## config.mk

```make
export PLATFORM = sky130hd
export DESIGN_NAME = r_decoder
export DESIGN_NICKNAME = d
export VERILOG_FILES = /design/src/cpu_pkg.sv /design/src/r_decoder.sv
export SDC_FILE = /design/constraint.sdc
export NUM_CORES = 1
export LEC_CHECK = 0
export BUFFER_PORTS_ARGS = -buffer_cell sky130_fd_sc_hd__buf_2
export CORE_MARGIN = 8
export CORE_UTILIZATION = 24
export DETAILED_ROUTE_END_ITERATION = 10
export GPL_TIMING_DRIVEN = 0
export PLACE_DENSITY = 0.79
export SLEW_MARGIN = 15
export SYNTH_ARGS = -nofsm -noshare
export SYNTH_HDL_FRONTEND = slang
export SYNTH_SLANG_ARGS = --single-unit
```

## constraint.sdc

```tcl
create_clock -name vclk -period 1.45
set_input_delay 0.29 -clock vclk [all_inputs]
set_output_delay 0.29 -clock vclk [all_outputs]
set_load 0.005 [all_outputs]
```

## src/cpu_pkg.sv

```systemverilog
package cpu_pkg;

    // Architectural widths, fixed by the instruction set
    localparam int DATA_WIDTH = 64;
    localparam int INSTR_WIDTH = 32;
    localparam int REG_ADDR_WIDTH = 5;
    localparam int REG_COUNT = 32;

    typedef logic [DATA_WIDTH-1:0] data_word_t;
    typedef logic [INSTR_WIDTH-1:0] instr_word_t;
    typedef logic [REG_ADDR_WIDTH-1:0] reg_addr_t;
    typedef logic [10:0] opcode_t;
    // fs[4:2] operation, fs[1] inverts B, fs[0] inverts A
    typedef logic [4:0] alu_fs_t;
    typedef logic [1:0] pc_fs_t;

    // Register 31 is the zero register
    localparam reg_addr_t REG_ZERO = 5'd31;

    // ALU operation codes for fs[4:2]
    localparam logic [2:0] ALU_AND = 3'b000;
    localparam logic [2:0] ALU_OR = 3'b001;
    localparam logic [2:0] ALU_ADD = 3'b010;
    localparam logic [2:0] ALU_XOR = 3'b011;
    localparam logic [2:0] ALU_LSL = 3'b100;
    localparam logic [2:0] ALU_LSR = 3'b101;

    // PC functions
    localparam pc_fs_t PC_HOLD = 2'b00;
    localparam pc_fs_t PC_ADD4 = 2'b01;
    localparam pc_fs_t PC_ADDK = 2'b10;
    localparam pc_fs_t PC_RSVD = 2'b11;

    // R and D format opcodes, instr[31:21]
    localparam opcode_t OP_AND = 11'h450;
    localparam opcode_t OP_ADD = 11'h458;
    localparam opcode_t OP_ORR = 11'h550;
    localparam opcode_t OP_ADDS = 11'h558;
    localparam opcode_t OP_EOR = 11'h650;
    localparam opcode_t OP_SUB = 11'h658;
    localparam opcode_t OP_ANDS = 11'h750;
    localparam opcode_t OP_SUBS = 11'h758;
    localparam opcode_t OP_LSR = 11'h69A;
    localparam opcode_t OP_LSL = 11'h69B;
    localparam opcode_t OP_LDUR = 11'h7C2;
    localparam opcode_t OP_STUR = 11'h7C0;

    // Shorter opcodes of the I, B and CB formats
    localparam logic [9:0] OP_ADDI = 10'h244;
    localparam logic [9:0] OP_SUBI = 10'h344;
    localparam logic [5:0] OP_B = 6'b000101;
    localparam logic [7:0] OP_CBZ = 8'hB4;
    localparam logic [7:0] OP_BCOND = 8'h54;

    // B.cond condition codes in instr[4:0]
    localparam logic [4:0] COND_EQ = 5'h00;
    localparam logic [4:0] COND_NE = 5'h01;
    localparam logic [4:0] COND_GE = 5'h0A;
    localparam logic [4:0] COND_LT = 5'h0B;

    typedef struct packed {
        logic v;
        logic c;
        logic n;
        logic z;
    } status_flags_t;

    typedef enum logic [1:0] {
        ST_FETCH = 2'b00,
        ST_EXECUTE = 2'b01,
        ST_MEMORY = 2'b10,
        ST_WAIT_RELEASE = 2'b11
    } cpu_state_t;

    // 33-bit control word
    typedef struct packed {
        logic alu_en;
        logic alu_bs;
        alu_fs_t alu_fs;
        logic rf_b_en;
        reg_addr_t rf_sa;
        reg_addr_t rf_sb;
        reg_addr_t rf_da;
        logic rf_w;
        logic ram_en;
        logic ram_w;
        logic pc_en;
        pc_fs_t pc_fs;
        logic pc_is;
        logic status_ld;
        cpu_state_t next_state;
    } control_word_t;

endpackage

```

## src/r_decoder.sv

```systemverilog
`timescale 1ns/1ps

module r_decoder
    import cpu_pkg::*;
(
    input  instr_word_t   instr,
    output control_word_t control
);

    opcode_t opcode;

    assign opcode = instr[31:21];

    always_comb begin
        // Register to register form, Rd gets the ALU result
        control = '0;
        control.alu_en = 1'b1;
        control.alu_bs = 1'b0;
        control.alu_fs = {ALU_AND, 2'b00};
        control.rf_sa = instr[9:5];
        control.rf_sb = instr[20:16];
        control.rf_da = instr[4:0];
        control.rf_w = 1'b1;
        control.pc_en = 1'b1;
        control.pc_fs = PC_ADD4;
        control.next_state = ST_FETCH;

        case (opcode)
            OP_AND, OP_ANDS: control.alu_fs = {ALU_AND, 2'b00};
            OP_ORR: control.alu_fs = {ALU_OR, 2'b00};
            OP_ADD, OP_ADDS: control.alu_fs = {ALU_ADD, 2'b00};
            // Subtract as A plus inverted B
            OP_SUB, OP_SUBS: control.alu_fs = {ALU_ADD, 2'b10};
            OP_EOR: control.alu_fs = {ALU_XOR, 2'b00};
            // Shift amount comes in through K
            OP_LSL: begin
                control.alu_fs = {ALU_LSL, 2'b00};
                control.alu_bs = 1'b1;
            end
            OP_LSR: begin
                control.alu_fs = {ALU_LSR, 2'b00};
                control.alu_bs = 1'b1;
            end
            // Unknown opcode only advances the PC
            default: control.rf_w = 1'b0;
        endcase

        // S variants load the flags
        control.status_ld = (opcode == OP_ADDS) || (opcode == OP_SUBS) || (opcode == OP_ANDS);
    end

endmodule

```

==> out/results.ini <==
[run_status]
outcome=finished, violations left
violations=negative setup slack

[global_route]
antenna_found_initial=0
grt_pass1_wl_um=1810
track_usage_pct=7.63
grt_max_degree=6
grt_pass1_vias=450
globalRoute.totalOverflow=0

[detailed_routing]
dr_total_vias=426
drtIter0Drc=1
post-route-drc-count=0
antenna_left=0
wl_um=1270
vias_per_cell=3.91
dr.pass1.iters=2
post_drt_wl_per_cell_um=11.6

[timing]
hold_slack_ns=0.747
finalWorstSetupSlack_ns=-0.236
fmax_mhz=593
rsz0062_at_grt=true
drv_slew=0
setup_tns_ns=-0.941
hold_violations=0
period_needed_ns=1.69
setup_viol=6
min_period_over_period_pct=116

[synth]
synth_area_um2=343
synth_common_cells=buf_4 (26), nand2_1 (3), nor3_1 (3)
yosysSeqAreaShare_pct=0
synthTopCellsByArea=buf_4 (57%), and3b_2 (5.8%), nor3_1 (4.4%)
synth_top_area_share_pct=56.9
ys_warn_count=0
yosysMostFrequentCell=buf_4
synth_area_leader_cell=buf_4
syn_area_per_cell_um2=7.00
netlist_instances=49
yosysUniqueCellTypes=16

[floorplan]
io_pins=65
die_area_um2=2890
core_area_um2=1320
fp.dieW_um=53.8
die_h_um=53.8
initial_core_util_pct=26.0
rows=13

[layout]
fillers=148
finalInstanceArea_um2=627
n_antenna_cell=0
utilization_pct=47.6
area_growth_pct=82.8
seq_cells=0
drive_above_1_share_pct=75.5
seqCellArea_um2=0
clock_buffers=0
num-nets-final=128

[power]
leakagePower_uw=0.000388
power_frac_comb_pct=100.0
power.density_nw_per_um2=208
internal-power_uw=83.9
clkPwrFrac_pct=0
sw_frac_of_total_pct=35.6
ir_worst_vdd_mv=0.0764
switching_power_uw=46.4
p_seq_share_pct=0
p_total_uw=130

[worst_setup_path]
critPathMaxFanout=4
crit_type=in2out
crit_family=simple AND/OR/NAND/NOR gates
cp.required_ns=1.16
cp-start-kind=input pin
cp_num_buf_inv=2
endpoint_kind=output port
worstPathCellList=buf_6 -> or3b_4 -> or3_4 -> o2bb2ai_2 -> buf_2
slowest_delay_ns=0.40
slowest_stage=or3b_4
worst_ep_arrival_time_ns=1.40

[placement]
portBuffers=33
place_area_um2=561
gp_congestion=0.800

[run]
drv_cap=0

[worst_hold_path]
min_path_type=in2out

[path summary, 6_finish.rpt]
check             startpoint           to  slack [ns]  cells after the start
setup / recovery   instr[23]  control[28]       -0.24                      5
hold / removal      instr[9]  control[24]        0.75                      2
[power by group through the flow]
stage               sequential (uW)  clock [uW]  combinational (uW)
global route                      0           0                 143
finish                            0           0                 130
detailed placement                0           0                 118
global placement                  0           0                 116
floorplan                         0           0                75.1
CTS                               0           0                 126
[cells in the final DEF (no fill, tap or decap), types with 2 or more instances in the layout]
| cell | Yosys | final |
|---|---|---|
| and3b_2 | 2 | 2 |
| nand2_1 | 3 | 2 |
| conb_1 | 2 | 11 |
| buf_2 | 1 | 31 |
| buf_4 | 26 | 28 |
| nor3_1 | 3 | 2 |
| inv_1 | 2 | 2 |
| buf_6 | 0 | 4 |
| a21oi_1 | 2 | 2 |
[through the flow]
| step | std cells | worst slack [ns] |
|---|---|---|
| floorplan | 58 | -0.103 |
| global placement | 106 | -0.329 |
| detailed placement | 106 | -0.366 |
| CTS | 108 | -0.246 |
| global route | 109 | -0.274 |
| finish | 109 | -0.236 |
[repair_timing]
action,4_1_cts,5_1_grt
hold buffers,0,0
setup buffers,3,1
pin swaps,2,0
setup endpoints to repair,7,7
hold endpoints to repair,0,0
resized for setup,6,3
gates cloned,0,0
[final cells by class]
class                           count  area [um2]  share of cell area [%]
Inverter                            2        7.51                    1.20
Timing Repair Buffer               37         215                    34.3
Tap cell                           15        18.8                    2.99
Multi-Input combinational cell     29         190                    30.3
Buffer                             26         195                    31.1
[per-layer routing]
metal / part of all wire (%) / GRT usage [%] / vias to the layer above
li1: - / - / 213
met1: 32 / 7.86 / 174
met2: 45 / 14.9 / 39
met3: 22 / 3.03 / 0
met4: 0 / 0 / 0
met5: 0 / 0 / -
[cells by family after synthesis]
| family | Yosys count | synth area share (%) |
|---|---|---|
| buffers and inverters | 29 | 60.6 |
| AND/OR/NAND/NOR | 13 | 25.9 |
| AO/OA/AOI/OAI | 4 | 8.76 |
| other | 2 | 2.19 |
| XOR/XNOR | 1 | 2.56 |
(Power assumes the default switching activity.)
