`src/cpu_pkg.sv`:
```
package cpu_pkg;

    // Architectural widths, fixed by the instruction set
    localparam int DATA_WIDTH = 64;
    localparam int INSTR_WIDTH = 32;
    localparam int REG_ADDR_WIDTH = 5;
    localparam int REG_COUNT = 32;

    typedef logic [DATA_WIDTH-1:0] data_word_t;
    typedef logic [INSTR_WIDTH-1:0] instr_word_t;
    typedef logic [REG_ADDR_WIDTH-1:0] reg_addr_t;
    typedef logic [10:0] opcode_t;
    // fs[4:2] operation, fs[1] inverts B, fs[0] inverts A
    typedef logic [4:0] alu_fs_t;
    typedef logic [1:0] pc_fs_t;

    // Register 31 is the zero register
    localparam reg_addr_t REG_ZERO = 5'd31;

    // ALU operation codes for fs[4:2]
    localparam logic [2:0] ALU_AND = 3'b000;
    localparam logic [2:0] ALU_OR = 3'b001;
    localparam logic [2:0] ALU_ADD = 3'b010;
    localparam logic [2:0] ALU_XOR = 3'b011;
    localparam logic [2:0] ALU_LSL = 3'b100;
    localparam logic [2:0] ALU_LSR = 3'b101;

    // PC functions
    localparam pc_fs_t PC_HOLD = 2'b00;
    localparam pc_fs_t PC_ADD4 = 2'b01;
    localparam pc_fs_t PC_ADDK = 2'b10;
    localparam pc_fs_t PC_RSVD = 2'b11;

    // R and D format opcodes, instr[31:21]
    localparam opcode_t OP_AND = 11'h450;
    localparam opcode_t OP_ADD = 11'h458;
    localparam opcode_t OP_ORR = 11'h550;
    localparam opcode_t OP_ADDS = 11'h558;
    localparam opcode_t OP_EOR = 11'h650;
    localparam opcode_t OP_SUB = 11'h658;
    localparam opcode_t OP_ANDS = 11'h750;
    localparam opcode_t OP_SUBS = 11'h758;
    localparam opcode_t OP_LSR = 11'h69A;
    localparam opcode_t OP_LSL = 11'h69B;
    localparam opcode_t OP_LDUR = 11'h7C2;
    localparam opcode_t OP_STUR = 11'h7C0;

    // Shorter opcodes of the I, B and CB formats
    localparam logic [9:0] OP_ADDI = 10'h244;
    localparam logic [9:0] OP_SUBI = 10'h344;
    localparam logic [5:0] OP_B = 6'b000101;
    localparam logic [7:0] OP_CBZ = 8'hB4;
    localparam logic [7:0] OP_BCOND = 8'h54;

    // B.cond condition codes in instr[4:0]
    localparam logic [4:0] COND_EQ = 5'h00;
    localparam logic [4:0] COND_NE = 5'h01;
    localparam logic [4:0] COND_GE = 5'h0A;
    localparam logic [4:0] COND_LT = 5'h0B;

    typedef struct packed {
        logic v;
        logic c;
        logic n;
        logic z;
    } status_flags_t;

    typedef enum logic [1:0] {
        ST_FETCH = 2'b00,
        ST_EXECUTE = 2'b01,
        ST_MEMORY = 2'b10,
        ST_WAIT_RELEASE = 2'b11
    } cpu_state_t;

    // 33-bit control word
    typedef struct packed {
        logic alu_en;
        logic alu_bs;
        alu_fs_t alu_fs;
        logic rf_b_en;
        reg_addr_t rf_sa;
        reg_addr_t rf_sb;
        reg_addr_t rf_da;
        logic rf_w;
        logic ram_en;
        logic ram_w;
        logic pc_en;
        pc_fs_t pc_fs;
        logic pc_is;
        logic status_ld;
        cpu_state_t next_state;
    } control_word_t;

endpackage

```
`src/program_counter.sv`:
```
`timescale 1ns/1ps

module program_counter
    import cpu_pkg::*;
#(
    parameter int ADDR_WIDTH = 16
) (
    input  logic                  clock,
    input  logic                  reset,
    input  logic                  load,
    input  pc_fs_t                pc_fs,
    input  data_word_t            offset,
    output logic [ADDR_WIDTH-1:0] pc
);

    // Word offset scaled to bytes
    logic [ADDR_WIDTH-1:0] byte_offset;

    assign byte_offset = {offset[ADDR_WIDTH-3:0], 2'b00};

    always_ff @(posedge clock) begin
        if (reset) begin
            pc <= '0;
        end else if (load) begin
            case (pc_fs)
                PC_ADD4: pc <= pc + ADDR_WIDTH'(4);
                PC_ADDK: pc <= pc + byte_offset;
                PC_HOLD, PC_RSVD: pc <= pc;
            endcase
        end
    end

endmodule

```
`config.mk`:
```
export PLATFORM = sky130hd
export DESIGN_NAME = program_counter
export DESIGN_NICKNAME = d
export VERILOG_FILES = /design/src/cpu_pkg.sv /design/src/program_counter.sv
export SDC_FILE = /design/constraint.sdc
export NUM_CORES = 1
export LEC_CHECK = 0
export ABC_CLOCK_PERIOD_IN_PS = 3500
export CAP_MARGIN = 20
export CORE_MARGIN = 4
export CORE_UTILIZATION = 59
export CTS_BUF_LIST = sky130_fd_sc_hd__clkbuf_8
export CTS_CLUSTER_SIZE = 25
export DETAILED_ROUTE_END_ITERATION = 6
export DONT_BUFFER_PORTS = 1
export PLACE_DENSITY = 0.71
export SYNTH_ARGS = -nofsm -noshare
export SYNTH_HDL_FRONTEND = slang
export SYNTH_SLANG_ARGS = --single-unit
```
`constraint.sdc`:
```
create_clock -name clock -period 3.5 [get_ports clock]
set_input_delay 0.175 -clock clock [delete_from_list [all_inputs] [get_ports clock]]
set_output_delay 0.175 -clock clock [all_outputs]
set_load 0.05 [all_outputs]
```
==> metrics.md <==
| Metric | Value |
|---|---|
| Status | `finished clean` |
| DR DRC count | `0` |
| Max_cap viols | `0` |
| RSZ-0062 raised after global routing | `false` |
| Worst slew pin tran | `0.734 ns` |
| Synthesized flop and latch total | `14` |
| Slowest cell on crit path | `dfxtp_1` |
| Worst Hold Launch | `reset` |
| Worst-skew pair later-pin latency | `0.24 ns` |
| Routed wire length | `2.71 mm` |
| CP max stage delay | `0.66 ns` |
| Critical-path cell list | `ha_1 > inv_1 > fa_1 > inv_1 > a21o_1 > a221o_1 > a41oi_1 > xnor2_1 > a22o_1` |
| Largest register FFs | `14` |
| Vias in the first global route | `1014` |
| Top reg by flops | `pc` |
| Area growth syn-to-layout | `3.73%` |
| Synth async-reset ratio | `0%` |
| Synth warn | `0` |
| Final GP Congestion | `0.866` |
| Final hold vios | `0` |
| CP Capture Type | `flip-flop` |
| Biggest regs | `pc (14)` |
| Via count | `1117` |
| Tot Pwr | `0.000410 W` |
| H-tree depth | `1` |
| FMAX | `394 MHz` |
| Total gr overflow | `0` |
| Worst Path Arrival | `2.68 ns` |
| Pre-antenna DRT Iters | `4` |
| Reg clk slew, reported paths | `0.06 ns` |
| Syn Std Cell Area | `1240 um^2` |
| NumNets Final | `244` |
| Cell Area, Placed | `1240 um^2` |
| HP Class | `input pin to flip-flop` |
| Top_reg_cell synth | `dfxtp_1` |
| CP startpoint | `pc[2]$_SDFFE_PP0P_` |
| Yosys cell types | `38` |
| R2r setup slk | `0.96 ns` |
| PwrDens | `318 nW/um^2` |
| Crit path max fanout | `4` |
| Die W | `53.9 um` |
| Min Tclk post-route | `2.54 ns` |
| Finished Cell Area | `1290 um^2` |
| Most frequent cell on the critical path | `inv_1` |
| Synth Instances | `161` |
| CTS tree | `done` |
| Syn_area_per_cell | `7.71 um^2` |
| Peak VDD IR | `0.231 mV` |
| First-iteration detailed-routing DRC count | `35` |
| Pin count of the biggest net entering global routing | `16` |
| Commonest cells after routing, fill and taps aside | `17 x nand2_1, 15 x a21oi_1, 14 x ha_1, 14 x dfxtp_1, 12 x and2_1` |
| Row cnt | `16` |
| Seq/Total Area, Yosys | `22.6%` |
| Core area | `1980 um^2` |
| First-pass GRT wire length | `4.41 mm` |
| Final Skew | `0.00114 ns` |
| Setup TNS | `0 ns` |
| Die area | `2900 um^2` |
| GRT Util Overall | `21.3%` |
| Critical path's top delay family | `compound AO/OA/AOI/OAI gates` |
| Initial Util | `62.6%` |
| Bufs and invs on worst path | `2` |
| Max-slew headroom | `50.9%` |
| I/O Buffers | `0` |
| Finish-stage setup viols | `0` |
| CP Class | `flip-flop to flip-flop` |
| Lkg Pwr | `0.566 nW` |
| Initial antenna violation count | `0` |
| Routed length per placed instance | `14.6 um` |
| Die H | `53.9 um` |
| Share of layout cells above drive strength 1 | `3.16%` |
| Critical Path RT | `3.64 ns` |
| Clock Path Buffers | `2` |
| Final Util | `65.0%` |
| Fillers | `186` |
| Total CTS buffers | `3` |
| Crit Reg-Reg Startpoint | `pc[2]$_SDFFE_PP0P_` |
| Detailed placement HPWL | `2.05 mm` |
| Ant. Diodes | `0` |
| TritonCTS Sinks | `14` |
| Final Max Slew Viols | `0` |
| Commonest non-fill, non-tap cell in the layout | `nand2_1` |
| ANT nets after route | `0` |
| Root Driver | `clkbuf_8` |
| DR vias/cell | `6.04` |
| Startpoint Class | `flip-flop` |
| # IOs | `85` |
| Post-synth EDFFs | `0` |
| Final cycle utilization of the critical path | `72.5%` |
[per-layer routing]
| metal | GRT usage [%] | wire length [um] |
|---|---|---|
| met5 | 0 | 0 |
| met4 | 7.66 | 11 |
| met3 | 6.93 | 233 |
| met2 | 31.9 | 1170 |
| met1 | 28.2 | 1290 |
[path summary, 6_finish.rpt]
check,to,cells after the start
hold reg to reg,pc[7]$_SDFFE_PP0P_,3
setup reg to reg,pc[12]$_SDFFE_PP0P_,9
hold / removal,pc[15]$_SDFFE_PP0P_,2
setup / recovery,pc[12]$_SDFFE_PP0P_,9
[cell usage after synthesis, types with 2 or more instances]
| cell type | n | area share (%) |
|---|---|---|
| nand2_1 | 17 | 5.1 |
| nor2b_1 | 2 | 1.0 |
| nand3b_1 | 2 | 1.2 |
| a211oi_1 | 5 | 3.0 |
| and2_1 | 12 | 6.0 |
| and3_1 | 2 | 1.0 |
| dfxtp_1 | 14 | 23 |
| buf_4 | 2 | 1.2 |
| clkbuf_1 | 5 | 1.5 |
| nand2b_1 | 3 | 1.5 |
| o31a_1 | 3 | 2.1 |
| nor2_1 | 11 | 3.3 |
| o21ai_1 | 5 | 2.0 |
| o21ai_0 | 5 | 2.0 |
| nand3_1 | 5 | 2.0 |
| a221o_1 | 2 | 1.6 |
| inv_1 | 8 | 2.4 |
| ha_1 | 14 | 14 |
| xnor2_1 | 5 | 3.5 |
| a21oi_1 | 15 | 6.0 |
| o311ai_1 | 2 | 1.4 |
| o211ai_1 | 2 | 1.2 |
| a21o_1 | 3 | 1.8 |
| a22o_1 | 3 | 2.1 |
[worst register-to-register path: cells and delay by family, from the launching register on]
| family | cells | cell delay, ns |
|---|---|---|
| fa+ha+maj | 2 | 0.66 |
| flops | 1 | 0.66 |
| xor+xnor | 1 | 0.16 |
| buf+inv | 2 | 0.17 |
| compound gates | 4 | 0.77 |
[through the flow]
stage	instances	hold WS, ns	setup slack [ns]
final	185	0.135	0.962
after global placement	181	0.246	0.823
after global routing	185	0.134	0.791
after floorplan	162	0.373	1.09
after detailed placement	181	0.248	0.756
after CTS	185	0.132	0.971
[report_power, final]
part           switching (W)  internal, W  leakage, nW
sequential         0.0000287     0.000166        0.114
clock              0.0000592    0.0000762       0.0216
combinational      0.0000499    0.0000293        0.431
[what timing repair did]
item	4_1_cts	5_1_grt
hold endpoints to repair	9	0
buffers inserted	0	0
resized for setup	0	0
hold buffers	1	0
[final cells by class]
cell class                 instances  area (um^2)  share of cell area, %
tap                               27         33.8                   2.62
sequential                        14          280                   21.8
inverter                           8         30.0                   2.33
clock buffer                       3         41.3                   3.21
multi-input combinational        131          885                   68.7
timing repair buffer               2         17.5                   1.36
[cells by family (layout without fill, tap and decap cells)]
family / after synthesis / in the layout / share of synthesized area, %
buffers and inverters: 17 / 13 / 6.45
muxes: 2 / 2 / 1.71
and+or+nand+nor: 56 / 56 / 22.2
AOI/OAI and AO/OA: 50 / 50 / 26.8
adders and majority gates: 15 / 15 / 15.7
other: 1 / 2 / 0.302
DFF: 14 / 14 / 22.6
xor gates and xnor gates: 6 / 6 / 4.23
Note: power is estimated with default switching activity, not from simulation.
