**config.mk**
```make
export PLATFORM = sky130hd
export DESIGN_NAME = imm_decoder
export DESIGN_NICKNAME = d
export VERILOG_FILES = /design/src/cpu_pkg.sv /design/src/imm_decoder.sv
export SDC_FILE = /design/constraint.sdc
export NUM_CORES = 1
export LEC_CHECK = 0
export BUFFER_PORTS_ARGS = -buffer_cell sky130_fd_sc_hd__buf_2
export CAP_MARGIN = 20
export CORE_AREA = 2 2 61 63
export DETAILED_ROUTE_END_ITERATION = 10
export DIE_AREA = 0 0 63 65
export PLACE_DENSITY = 0.84
export SLEW_MARGIN = 20
export SYNTH_ARGS = -nofsm -noshare
export SYNTH_HDL_FRONTEND = slang
export SYNTH_SLANG_ARGS = --single-unit
```
**constraint.sdc**
```tcl
create_clock -name vclk -period 7
set_clock_uncertainty 0.15 [all_clocks]
set_input_delay 2.1 -clock vclk [all_inputs]
set_output_delay 2.1 -clock vclk [all_outputs]
set_load 0.05 [all_outputs]
```
**src/cpu_pkg.sv**
```systemverilog
package cpu_pkg;

    // Architectural widths, fixed by the instruction set
    localparam int DATA_WIDTH = 64;
    localparam int INSTR_WIDTH = 32;
    localparam int REG_ADDR_WIDTH = 5;
    localparam int REG_COUNT = 32;

    typedef logic [DATA_WIDTH-1:0] data_word_t;
    typedef logic [INSTR_WIDTH-1:0] instr_word_t;
    typedef logic [REG_ADDR_WIDTH-1:0] reg_addr_t;
    typedef logic [10:0] opcode_t;
    // fs[4:2] operation, fs[1] inverts B, fs[0] inverts A
    typedef logic [4:0] alu_fs_t;
    typedef logic [1:0] pc_fs_t;

    // Register 31 is the zero register
    localparam reg_addr_t REG_ZERO = 5'd31;

    // ALU operation codes for fs[4:2]
    localparam logic [2:0] ALU_AND = 3'b000;
    localparam logic [2:0] ALU_OR = 3'b001;
    localparam logic [2:0] ALU_ADD = 3'b010;
    localparam logic [2:0] ALU_XOR = 3'b011;
    localparam logic [2:0] ALU_LSL = 3'b100;
    localparam logic [2:0] ALU_LSR = 3'b101;

    // PC functions
    localparam pc_fs_t PC_HOLD = 2'b00;
    localparam pc_fs_t PC_ADD4 = 2'b01;
    localparam pc_fs_t PC_ADDK = 2'b10;
    localparam pc_fs_t PC_RSVD = 2'b11;

    // R and D format opcodes, instr[31:21]
    localparam opcode_t OP_AND = 11'h450;
    localparam opcode_t OP_ADD = 11'h458;
    localparam opcode_t OP_ORR = 11'h550;
    localparam opcode_t OP_ADDS = 11'h558;
    localparam opcode_t OP_EOR = 11'h650;
    localparam opcode_t OP_SUB = 11'h658;
    localparam opcode_t OP_ANDS = 11'h750;
    localparam opcode_t OP_SUBS = 11'h758;
    localparam opcode_t OP_LSR = 11'h69A;
    localparam opcode_t OP_LSL = 11'h69B;
    localparam opcode_t OP_LDUR = 11'h7C2;
    localparam opcode_t OP_STUR = 11'h7C0;

    // Shorter opcodes of the I, B and CB formats
    localparam logic [9:0] OP_ADDI = 10'h244;
    localparam logic [9:0] OP_SUBI = 10'h344;
    localparam logic [5:0] OP_B = 6'b000101;
    localparam logic [7:0] OP_CBZ = 8'hB4;
    localparam logic [7:0] OP_BCOND = 8'h54;

    // B.cond condition codes in instr[4:0]
    localparam logic [4:0] COND_EQ = 5'h00;
    localparam logic [4:0] COND_NE = 5'h01;
    localparam logic [4:0] COND_GE = 5'h0A;
    localparam logic [4:0] COND_LT = 5'h0B;

    typedef struct packed {
        logic v;
        logic c;
        logic n;
        logic z;
    } status_flags_t;

    typedef enum logic [1:0] {
        ST_FETCH = 2'b00,
        ST_EXECUTE = 2'b01,
        ST_MEMORY = 2'b10,
        ST_WAIT_RELEASE = 2'b11
    } cpu_state_t;

    // 33-bit control word
    typedef struct packed {
        logic alu_en;
        logic alu_bs;
        alu_fs_t alu_fs;
        logic rf_b_en;
        reg_addr_t rf_sa;
        reg_addr_t rf_sb;
        reg_addr_t rf_da;
        logic rf_w;
        logic ram_en;
        logic ram_w;
        logic pc_en;
        pc_fs_t pc_fs;
        logic pc_is;
        logic status_ld;
        cpu_state_t next_state;
    } control_word_t;

endpackage

```
**src/imm_decoder.sv**
```systemverilog
`timescale 1ns/1ps

module imm_decoder
    import cpu_pkg::*;
(
    input  instr_word_t   instr,
    input  status_flags_t flags,
    output control_word_t control,
    output data_word_t    k
);

    // B.cond evaluation against the stored flags
    function automatic logic cond_true(input logic [4:0] cond, input status_flags_t f);
        case (cond)
            COND_EQ: cond_true = f.z;
            COND_NE: cond_true = !f.z;
            COND_GE: cond_true = (f.n == f.v);
            COND_LT: cond_true = (f.n != f.v);
            default: cond_true = 1'b0;
        endcase
    endfunction

    always_comb begin
        control = '0;
        control.alu_en = 1'b1;
        control.alu_fs = {ALU_ADD, 2'b00};
        control.rf_sa = instr[9:5];
        control.rf_sb = REG_ZERO;
        control.rf_da = instr[4:0];
        control.pc_en = 1'b1;
        control.pc_fs = PC_ADD4;
        control.next_state = ST_FETCH;
        // Shamt, so that R-format shifts find their amount in K
        k = {58'b0, instr[15:10]};

        casez (instr[31:21])
            {OP_ADDI, 1'b?}, {OP_SUBI, 1'b?}: begin
                // imm12 is zero extended
                k = {52'b0, instr[21:10]};
                control.alu_bs = 1'b1;
                control.alu_fs = {ALU_ADD, instr[30], 1'b0};
                control.rf_w = 1'b1;
            end
            OP_LDUR, OP_STUR: begin
                // Rn plus signed 9-bit address
                k = {{55{instr[20]}}, instr[20:12]};
                control.alu_bs = 1'b1;
                control.rf_sb = instr[4:0];
                control.rf_b_en = !instr[22];
                control.rf_w = instr[22];
                control.ram_en = 1'b1;
                control.ram_w = !instr[22];
                control.next_state = ST_MEMORY;
            end
            {OP_B, 5'b?????}: begin
                k = {{38{instr[25]}}, instr[25:0]};
                control.pc_fs = PC_ADDK;
            end
            {OP_CBZ, 3'b???}: begin
                // Rt OR zero, taken only if the result is zero
                k = {{45{instr[23]}}, instr[23:5]};
                control.rf_sa = instr[4:0];
                control.alu_fs = {ALU_OR, 2'b00};
                control.pc_fs = PC_ADDK;
                control.pc_is = 1'b1;
            end
            {OP_BCOND, 3'b???}: begin
                k = {{45{instr[23]}}, instr[23:5]};
                control.pc_fs = cond_true(instr[4:0], flags) ? PC_ADDK : PC_ADD4;
            end
            default: control.rf_w = 1'b0;
        endcase
    end

endmodule

```
==> flow_metrics.env, run 1 <==
export IMPL_dr_pass1_iters=4
export IMPL_cellLeakagePower_nw=1.00
export IMPL_track_usage_pct=18.5
export IMPL_grt_pass1_vias=1338
export IMPL_worstSetupPathType="input port to output pin"
export IMPL_drive_gt1_share_pct=54.2
export IMPL_syn_to_final_growth_pct=24.7
export IMPL_worstPathRequired_ns=4.75
export IMPL_pwr_share_seq_pct=0
export IMPL_placed_cells=308
export IMPL_diodes=0
export IMPL_overflow=0
export IMPL_p_sw_uw=63.8
export IMPL_cp_start_kind="input port"
export IMPL_nClkBuffers=0
export IMPL_pre_cts_ws_ns=0.737
export IMPL_start_util_pct=35.5
export IMPL_cpPeakStageDelay_ns=0.56
export IMPL_ant_nets=0
export IMPL_hold_path_class="input port to output pin"
export IMPL_n_sequential_cell=0
export IMPL_numPortBuffers=126
export IMPL_drtIter0Drc=46
export IMPL_place_congestion=0.821
export IMPL_endpoint_kind="output pin"
export IMPL_sw_frac_of_total_pct=75.3
export IMPL_crit_arrival_ns=3.99
export IMPL_period_needed_ns=6.24
export IMPL_fin_total_pwr_uw=84.8
export IMPL_peakVddDrop_mv=0.0416
export IMPL_drc=0
export IMPL_synth_cell_type_count=43
export IMPL_seqCellArea_um2=0
export IMPL_die_x_um=63
export IMPL_critPathTopFamily="simple AND/OR/NAND/NOR gates"
export IMPL_via_per_inst=5.14
export IMPL_antenna_found_initial=0
export IMPL_synth_cells=184
export IMPL_timing_final_crit_share_pct=89.1
export IMPL_drv_cap=0
export IMPL_tightest_slew_ns=0.656
export IMPL_setup_viol=0
export IMPL_wl_per_cell_um=13.0
export IMPL_rows=22
export IMPL_rsz0062_at_grt="false"
export IMPL_status="completed"
export IMPL_finalHoldViolCount=0
export IMPL_final_core_util_pct=44.2
export IMPL_drv_slew=0
export IMPL_dpl_hpwl_um=3280
export IMPL_syn_avg_cell_area_um2=6.74
export IMPL_path_cells="buf_2 > or3b_1 > nor2_1 > a32oi_1 > nand2_1 > buf_4 > buf_2"
export IMPL_wirelength_um=4020
export IMPL_relSlewSlack_pct=56.3
export IMPL_ios=133
export IMPL_dieHeight_um=65
export IMPL_setup_ws_ns=0.764
export IMPL_fmax_mhz=160
export IMPL_num_vias=1583
export IMPL_hold_buffers=0
export IMPL_die_area_um2=4100
export IMPL_timing_critical_path_mode_cell="buf_2"
export IMPL_fin_nets=298
export IMPL_crit_fanout=39
export IMPL_final_cells=308
export IMPL_worst_path_buf_inv=3
export IMPL_synthesis_area_um2=1240
export IMPL_yosysSeqAreaShare_pct=0
export IMPL_cts_resized=0
export IMPL_p_per_area_nw_per_um2=54.8
export IMPL_p_int_uw=21.0
export IMPL_slowest_stage="or3b_1"
export IMPL_comb_power_share_pct=100.0
export IMPL_synth_warnings=0
export IMPL_grt_max_degree=40
export IMPL_cts_setup_buffers=0
export IMPL_grt_pass1_wl_um=6380
export IMPL_tns_ns=0
export IMPL_design_core_area_um2=3500
export IMPL_pwr_share_clk_pct=0
==> per-stage QoR <==
stage	instance area [um^2]	hold slack (ns)
after floorplan	1250	4.22
after global placement	1550	4.39
after detailed placement	1550	4.39
after CTS	1550	4.39
after global routing	1550	4.40
final	1550	4.39
==> layout by cell type (no fill, tap or decap), drive strengths merged, types with 2 or more instances in the layout <==
cell type and n:
a22oi 12, o21ai 6, nor3 4, a22o 6
nor4 4, a31oi 2, o31ai 2, nand2b 8
buf 129, a211oi 2, conb 6, nand2 43
a221o 5, or3b 3, nand3b 2, nor2 5
nand3 4, a21o 2
==> synthesized netlist by cell type (all sizes together) <==
| cell | instances | share of area (%) |
|---|---|---|
| buf | 57 | 35 |
| nand2 | 43 | 13 |
| a22oi | 12 | 7.3 |
| nand2b | 8 | 4.0 |
| a22o | 6 | 4.2 |
| o21ai | 6 | 2.4 |
| a221o | 5 | 4.0 |
| nor2 | 5 | 1.5 |
| nand3 | 4 | 2.0 |
| nor3 | 4 | 3.4 |
| nor4 | 4 | 3.7 |
| or3b | 3 | 2.1 |
| a211oi | 2 | 1.6 |
| a21o | 2 | 1.2 |
| a31oi | 2 | 1.0 |
| conb | 2 | 0.61 |
| nand3b | 2 | 1.5 |
| o31ai | 2 | 1.2 |
| a21bo | 1 | 0.81 |
| a222oi | 1 | 0.81 |
| a32oi | 1 | 0.71 |
| and2 | 1 | 0.50 |
| and4bb | 1 | 1.0 |
| clkinv | 1 | 0.30 |
| inv | 1 | 0.30 |
| nand4bb | 1 | 0.91 |
| nor3b | 1 | 0.61 |
| nor4b | 1 | 0.71 |
| o21ba | 1 | 0.81 |
| o31a | 1 | 0.71 |
| o32ai | 1 | 0.71 |
| or2 | 1 | 0.50 |
| xor2 | 1 | 0.71 |
==> path summary, 6_finish.rpt <==
path / start / end / slack (ns) / depth (start not counted)
max: instr[31] / k[59] / 0.76 / 7
min: instr[2] / control[12] / 4.39 / 2
==> layout make-up <==
class / count / area (um^2)
well taps: 48 / 60.1
fillers: 394 / 1950
inverters: 2 / 7.51
repair buffers: 129 / 653
multi-input cells: 129 / 826
==> routing by layer <==
metal	part of all wire [%]	track usage, %	vias up
li1	-	-	758
met4	0.35	1.67	0
met3	10	2.43	2
met5	0	0	-
met1	40	23.6	715
met2	49	34.2	108
==> power by group through the flow <==
stage | Sequential, mW | Combinational, mW | Clock, mW
after global routing | 0 | 0.0898 | 0
after floorplan | 0 | 0.0635 | 0
after detailed placement | 0 | 0.0844 | 0
after CTS | 0 | 0.0846 | 0
after global placement | 0 | 0.0835 | 0
final | 0 | 0.0848 | 0
==> kinds of logic (layout without fill, tap and decap cells) <==
family,Yosys count,in the layout,synth area share (%)
XOR/XNOR,1,1,0.706
AND/OR/NAND/NOR,79,79,35.8
buffers and inverters,59,131,35.3
AO/OA/AOI/OAI,43,43,27.5
other,2,6,0.606
Note: power is estimated with default switching activity, not from simulation.
==> run 2, diff against run 1 <==
--- a/config.mk
+++ b/config.mk
@@ -7,10 +7,12 @@
 export LEC_CHECK = 0
 export BUFFER_PORTS_ARGS = -buffer_cell sky130_fd_sc_hd__buf_2
 export CAP_MARGIN = 20
-export CORE_AREA = 2 2 61 63
+export CELL_PAD_IN_SITES_DETAIL_PLACEMENT = 0
+export CELL_PAD_IN_SITES_GLOBAL_PLACEMENT = 1
+export CORE_AREA = 2 2 79 81
 export DETAILED_ROUTE_END_ITERATION = 10
-export DIE_AREA = 0 0 63 65
-export PLACE_DENSITY = 0.84
+export DIE_AREA = 0 0 81 83
+export PLACE_DENSITY_LB_ADDON = 0.1
 export SLEW_MARGIN = 20
 export SYNTH_ARGS = -nofsm -noshare
 export SYNTH_HDL_FRONTEND = slang
==> run 2 against run 1 <==
Combinational power grew 2%. Die area up 64%. Non-clock buffer count is the same. Sequential share of layout area unchanged. Wire length grew 23%. Worst setup slack better by 0.0031 ns. Maximum frequency about the same. Cell area up 2.2%. Critical path type unchanged. Largest cell class unchanged. Highest routed layer is now met3.
==> flow_metrics.env, run 2 (same netlist as run 1, synthesis figures left out) <==
export IMPL_num_vias=1559
export IMPL_die_x_um=81
export IMPL_ant_nets=0
export IMPL_holdCritStartpoint="instr[0]"
export IMPL_place_congestion=0.734
export IMPL_tightest_slew_ns=0.636
export IMPL_tns_ns=0
export IMPL_dr_pass1_iters=4
export IMPL_wirelength_um=4940
export IMPL_fin_total_pwr_uw=86.8
export IMPL_p_per_area_nw_per_um2=54.9
export IMPL_fillers=683
export IMPL_start_util_pct=21.3
export IMPL_worstPathRequired_ns=4.75
export IMPL_dieHeight_um=83
export IMPL_drv_cap=0
export IMPL_endpoint_kind="output pin"
export IMPL_slowest_stage="or3b_1"
export IMPL_hold_path_class="input port to output pin"
export IMPL_n_sequential_cell=0
export IMPL_drtIter0Drc=80
export IMPL_die_area_um2=6720
export IMPL_placed_area_um2=1580
export IMPL_diodes=0
export IMPL_final_cells=335
export IMPL_relSlewSlack_pct=57.4
export IMPL_whs_ns=4.40
export IMPL_placed_cells=335
export IMPL_cpPeakStageDelay_ns=0.57
export IMPL_nClkBuffers=0
export IMPL_drc=0
export IMPL_dpl_hpwl_um=3930
export IMPL_status="completed"
export IMPL_drive_gt1_share_pct=54.2
export IMPL_overflow=0
export IMPL_drv_slew=0
export IMPL_crit_path_start="instr[31]"
export IMPL_track_usage_pct=13.4
export IMPL_ios=133
export IMPL_final_cell_mix="buf_2, nand2_1, a22oi_1"
export IMPL_grt_pass1_vias=1344
export IMPL_crit_fanout=39
export IMPL_wl_per_cell_um=14.7
export IMPL_design_area_um2=1580
export IMPL_rows=28
export IMPL_finalHoldViolCount=0
export IMPL_multi_input_area_um2=826
export IMPL_final_core_util_pct=27.2
export IMPL_period_needed_ns=6.23
export IMPL_timing_final_crit_share_pct=89.0
export IMPL_timing_critical_path_mode_cell="buf_2"
export IMPL_cp_start_kind="input port"
export IMPL_fin_nets=298
export IMPL_grt_pass1_wl_um=7340
export IMPL_design_core_area_um2=5820
export IMPL_antenna_found_initial=0
export IMPL_seqCellArea_um2=0
export IMPL_final_common_cell="buf_2"
export IMPL_setup_ws_ns=0.767
export IMPL_crit_arrival_ns=3.98
export IMPL_cts_resized=0
export IMPL_grt_max_degree=40
export IMPL_worstSetupPathType="input port to output pin"
export IMPL_numPortBuffers=126
export IMPL_rsz0062_at_grt="false"
export IMPL_cellLeakagePower_nw=1.00
export IMPL_hold_buffers=0
export IMPL_fmax_mhz=160
export IMPL_setup_viol=0
export IMPL_path_cells="buf_2 > or3b_1 > nor2_1 > a32oi_1 > nand2_1 > buf_4 > buf_2"
export IMPL_cts_setup_buffers=0
export IMPL_via_per_inst=4.65
export IMPL_syn_to_final_growth_pct=27.4
export IMPL_peakVddDrop_mv=0.0297
export IMPL_pre_cts_ws_ns=0.738
[run 2: cell counts in the layout (fill, tap and decap cells not counted)]
Identical to the previous run, type by type.
[run 2: cell type report]
class                           count  area share [%]
Inverter                            2           0.475
Multi-Input combinational cell    129            52.3
Tap cell                           75            5.94
Timing Repair Buffer              129            41.3
[run 2: worst max-delay path, delay by kind of cell]
family / cells / cell delay, ns
AO/OA/AOI/OAI: 1 / 0.25
AND/OR/NAND/NOR: 3 / 0.87
buffers and inverters: 3 / 0.75
[run 2: report_power, final]
part           internal, mW  total (mW)  switching [mW]
Clock                     0           0               0
Combinational        0.0210      0.0868          0.0658
Sequential                0           0               0
[run 2: worst paths after layout]
kind,cells past startpoint,to
setup / recovery,7,k[50]
hold / removal,2,control[10]
[run 2: metal layers]
| metal | GRT usage [%] | vias to the layer above | part of all wire, % |
|---|---|---|---|
| li1 | - | 759 | - |
| met1 | 19.9 | 693 | 45 |
| met2 | 21.6 | 107 | 43 |
| met3 | 1.96 | 0 | 12 |
| met4 | 0 | 0 | 0 |
| met5 | 0 | - | 0 |
==> run 3, diff against run 2 <==
--- a/config.mk
+++ b/config.mk
@@ -12,8 +12,9 @@
 export CORE_AREA = 2 2 79 81
 export DETAILED_ROUTE_END_ITERATION = 10
 export DIE_AREA = 0 0 81 83
-export PLACE_DENSITY_LB_ADDON = 0.1
+export PLACE_DENSITY = 0.89
 export SLEW_MARGIN = 20
 export SYNTH_ARGS = -nofsm -noshare
 export SYNTH_HDL_FRONTEND = slang
 export SYNTH_SLANG_ARGS = --single-unit
+export TNS_END_PERCENT = 20
==> run 3 against run 2 <==
Combinational power is 2% lower. Maximum frequency is 0.14% lower. Total power is 2.3% lower. Global-route usage is 1.2 points lower. Worst setup slack worse by 0.0088 ns. Via count is 0.51% lower. Die area stayed put. Wire length is 11% lower. Hold slack worse by 0.0070 ns. Largest power group unchanged. Non-clock buffer count stayed put.
==> flow_metrics.env, run 3 (same netlist as run 1, synthesis figures left out) <==
export IMPL_cts_resized=0
export IMPL_grt_max_degree=40
export IMPL_multi_input_area_um2=826
export IMPL_p_per_area_nw_per_um2=53.7
export IMPL_relSlewSlack_pct=57.4
export IMPL_setup_viol=0
export IMPL_numPortBuffers=126
export IMPL_period_needed_ns=6.24
export IMPL_ant_nets=0
export IMPL_cts_setup_buffers=0
export IMPL_die_area_um2=6720
export IMPL_wirelength_um=4420
export IMPL_drv_cap=0
export IMPL_rows=28
export IMPL_overflow=0
export IMPL_use_met2_pct=20.3
export IMPL_worstPathRequired_ns=4.75
export IMPL_drive_gt1_share_pct=54.2
export IMPL_tightest_slew_ns=0.638
export IMPL_drc=0
export IMPL_crit_fanout=39
export IMPL_via_per_inst=4.63
export IMPL_final_cell_mix="buf_2, nand2_1, a22oi_1"
export IMPL_ios=133
export IMPL_grt_pass1_vias=1324
export IMPL_final_core_util_pct=27.2
export IMPL_timing_critical_path_mode_cell="buf_2"
export IMPL_start_util_pct=21.3
export IMPL_fin_nets=298
export IMPL_design_core_area_um2=5820
export IMPL_seqCellArea_um2=0
export IMPL_place_congestion=0.848
export IMPL_grt_use_met3_pct=2.28
export IMPL_slowest_stage="or3b_1"
export IMPL_dieHeight_um=83
export IMPL_status="completed"
export IMPL_dr_pass1_iters=4
export IMPL_drv_slew=0
export IMPL_num_vias=1551
export IMPL_syn_to_final_growth_pct=27.4
export IMPL_wl_per_cell_um=13.2
export IMPL_cp_start_kind="input port"
export IMPL_fillers=667
export IMPL_endpoint_kind="output pin"
export IMPL_cpPeakStageDelay_ns=0.57
export IMPL_diodes=0
export IMPL_dpl_hpwl_um=3720
export IMPL_die_x_um=81
export IMPL_timing_final_crit_share_pct=89.2
export IMPL_grt_pass1_wl_um=6760
export IMPL_gr_max_usage_layer="met2"
export IMPL_n_sequential_cell=0
export IMPL_met1_usage_pct=16.5
export IMPL_track_usage_pct=12.2
export IMPL_cellLeakagePower_nw=1.00
export IMPL_fmax_mhz=160
export IMPL_final_common_cell="buf_2"
export IMPL_drtIter0Drc=86
export IMPL_nClkBuffers=0
export IMPL_hold_path_class="input port to output pin"
export IMPL_antenna_found_initial=0
export IMPL_hold_buffers=0
export IMPL_rsz0062_at_grt="false"
export IMPL_peakVddDrop_mv=0.0275
export IMPL_tns_ns=0
export IMPL_path_cells="buf_2 > or3b_1 > nor2_1 > a32oi_1 > nand2_1 > buf_4 > buf_2"
export IMPL_crit_arrival_ns=3.99
export IMPL_worstSetupPathType="input port to output pin"
export IMPL_finalHoldViolCount=0
run 3: cell counts in the layout (fill, tap and decap cells not counted):
No cell type changed its count.
run 3: path summary, 6_finish.rpt:
path / startpoint / end / slack [ns] / cells past startpoint
min: instr[0] / control[10] / 4.39 / 2
max: instr[31] / k[56] / 0.76 / 7
run 3: worst max-delay path, delay by kind of cell:
kind	cells	cell delay, ns
buffers and inverters	3	0.76
AOI/OAI and AO/OA	1	0.26
and+or+nand+nor	3	0.86
run 3: stage by stage:
stage	total power [mW]	worst slack (ns)	hold slack (ns)	instances	cell area (um^2)
2_1_floorplan	0.0635	0.0178	4.22	188	1250
3_3_place_gp	0.0842	0.753	4.39	335	1580
3_5_place_dp	0.0848	0.709	4.39	335	1580
4_1_cts	0.0850	0.706	4.39	335	1580
5_1_grt	0.0903	0.552	4.40	335	1580
6_report	0.0848	0.758	4.39	335	1580
run 3: routing by layer:
metal | share of wire (%) | up-vias
met2 | 45 | 106
met1 | 43 | 684
li1 | - | 755
met3 | 11 | 6
met5 | 0 | -
met4 | 1.4 | 0
run 3: final cells by class:
class | count | share of cell area (%)
Timing Repair Buffer | 129 | 41.3
Tap cell | 75 | 5.94
Multi-Input combinational cell | 129 | 52.3
Inverter | 2 | 0.475
run 3: report_power, final:
group	switching [mW]	internal [mW]	leakage (nW)
Clock	0	0	0
Combinational	0.0638	0.0210	1.00
Sequential	0	0	0
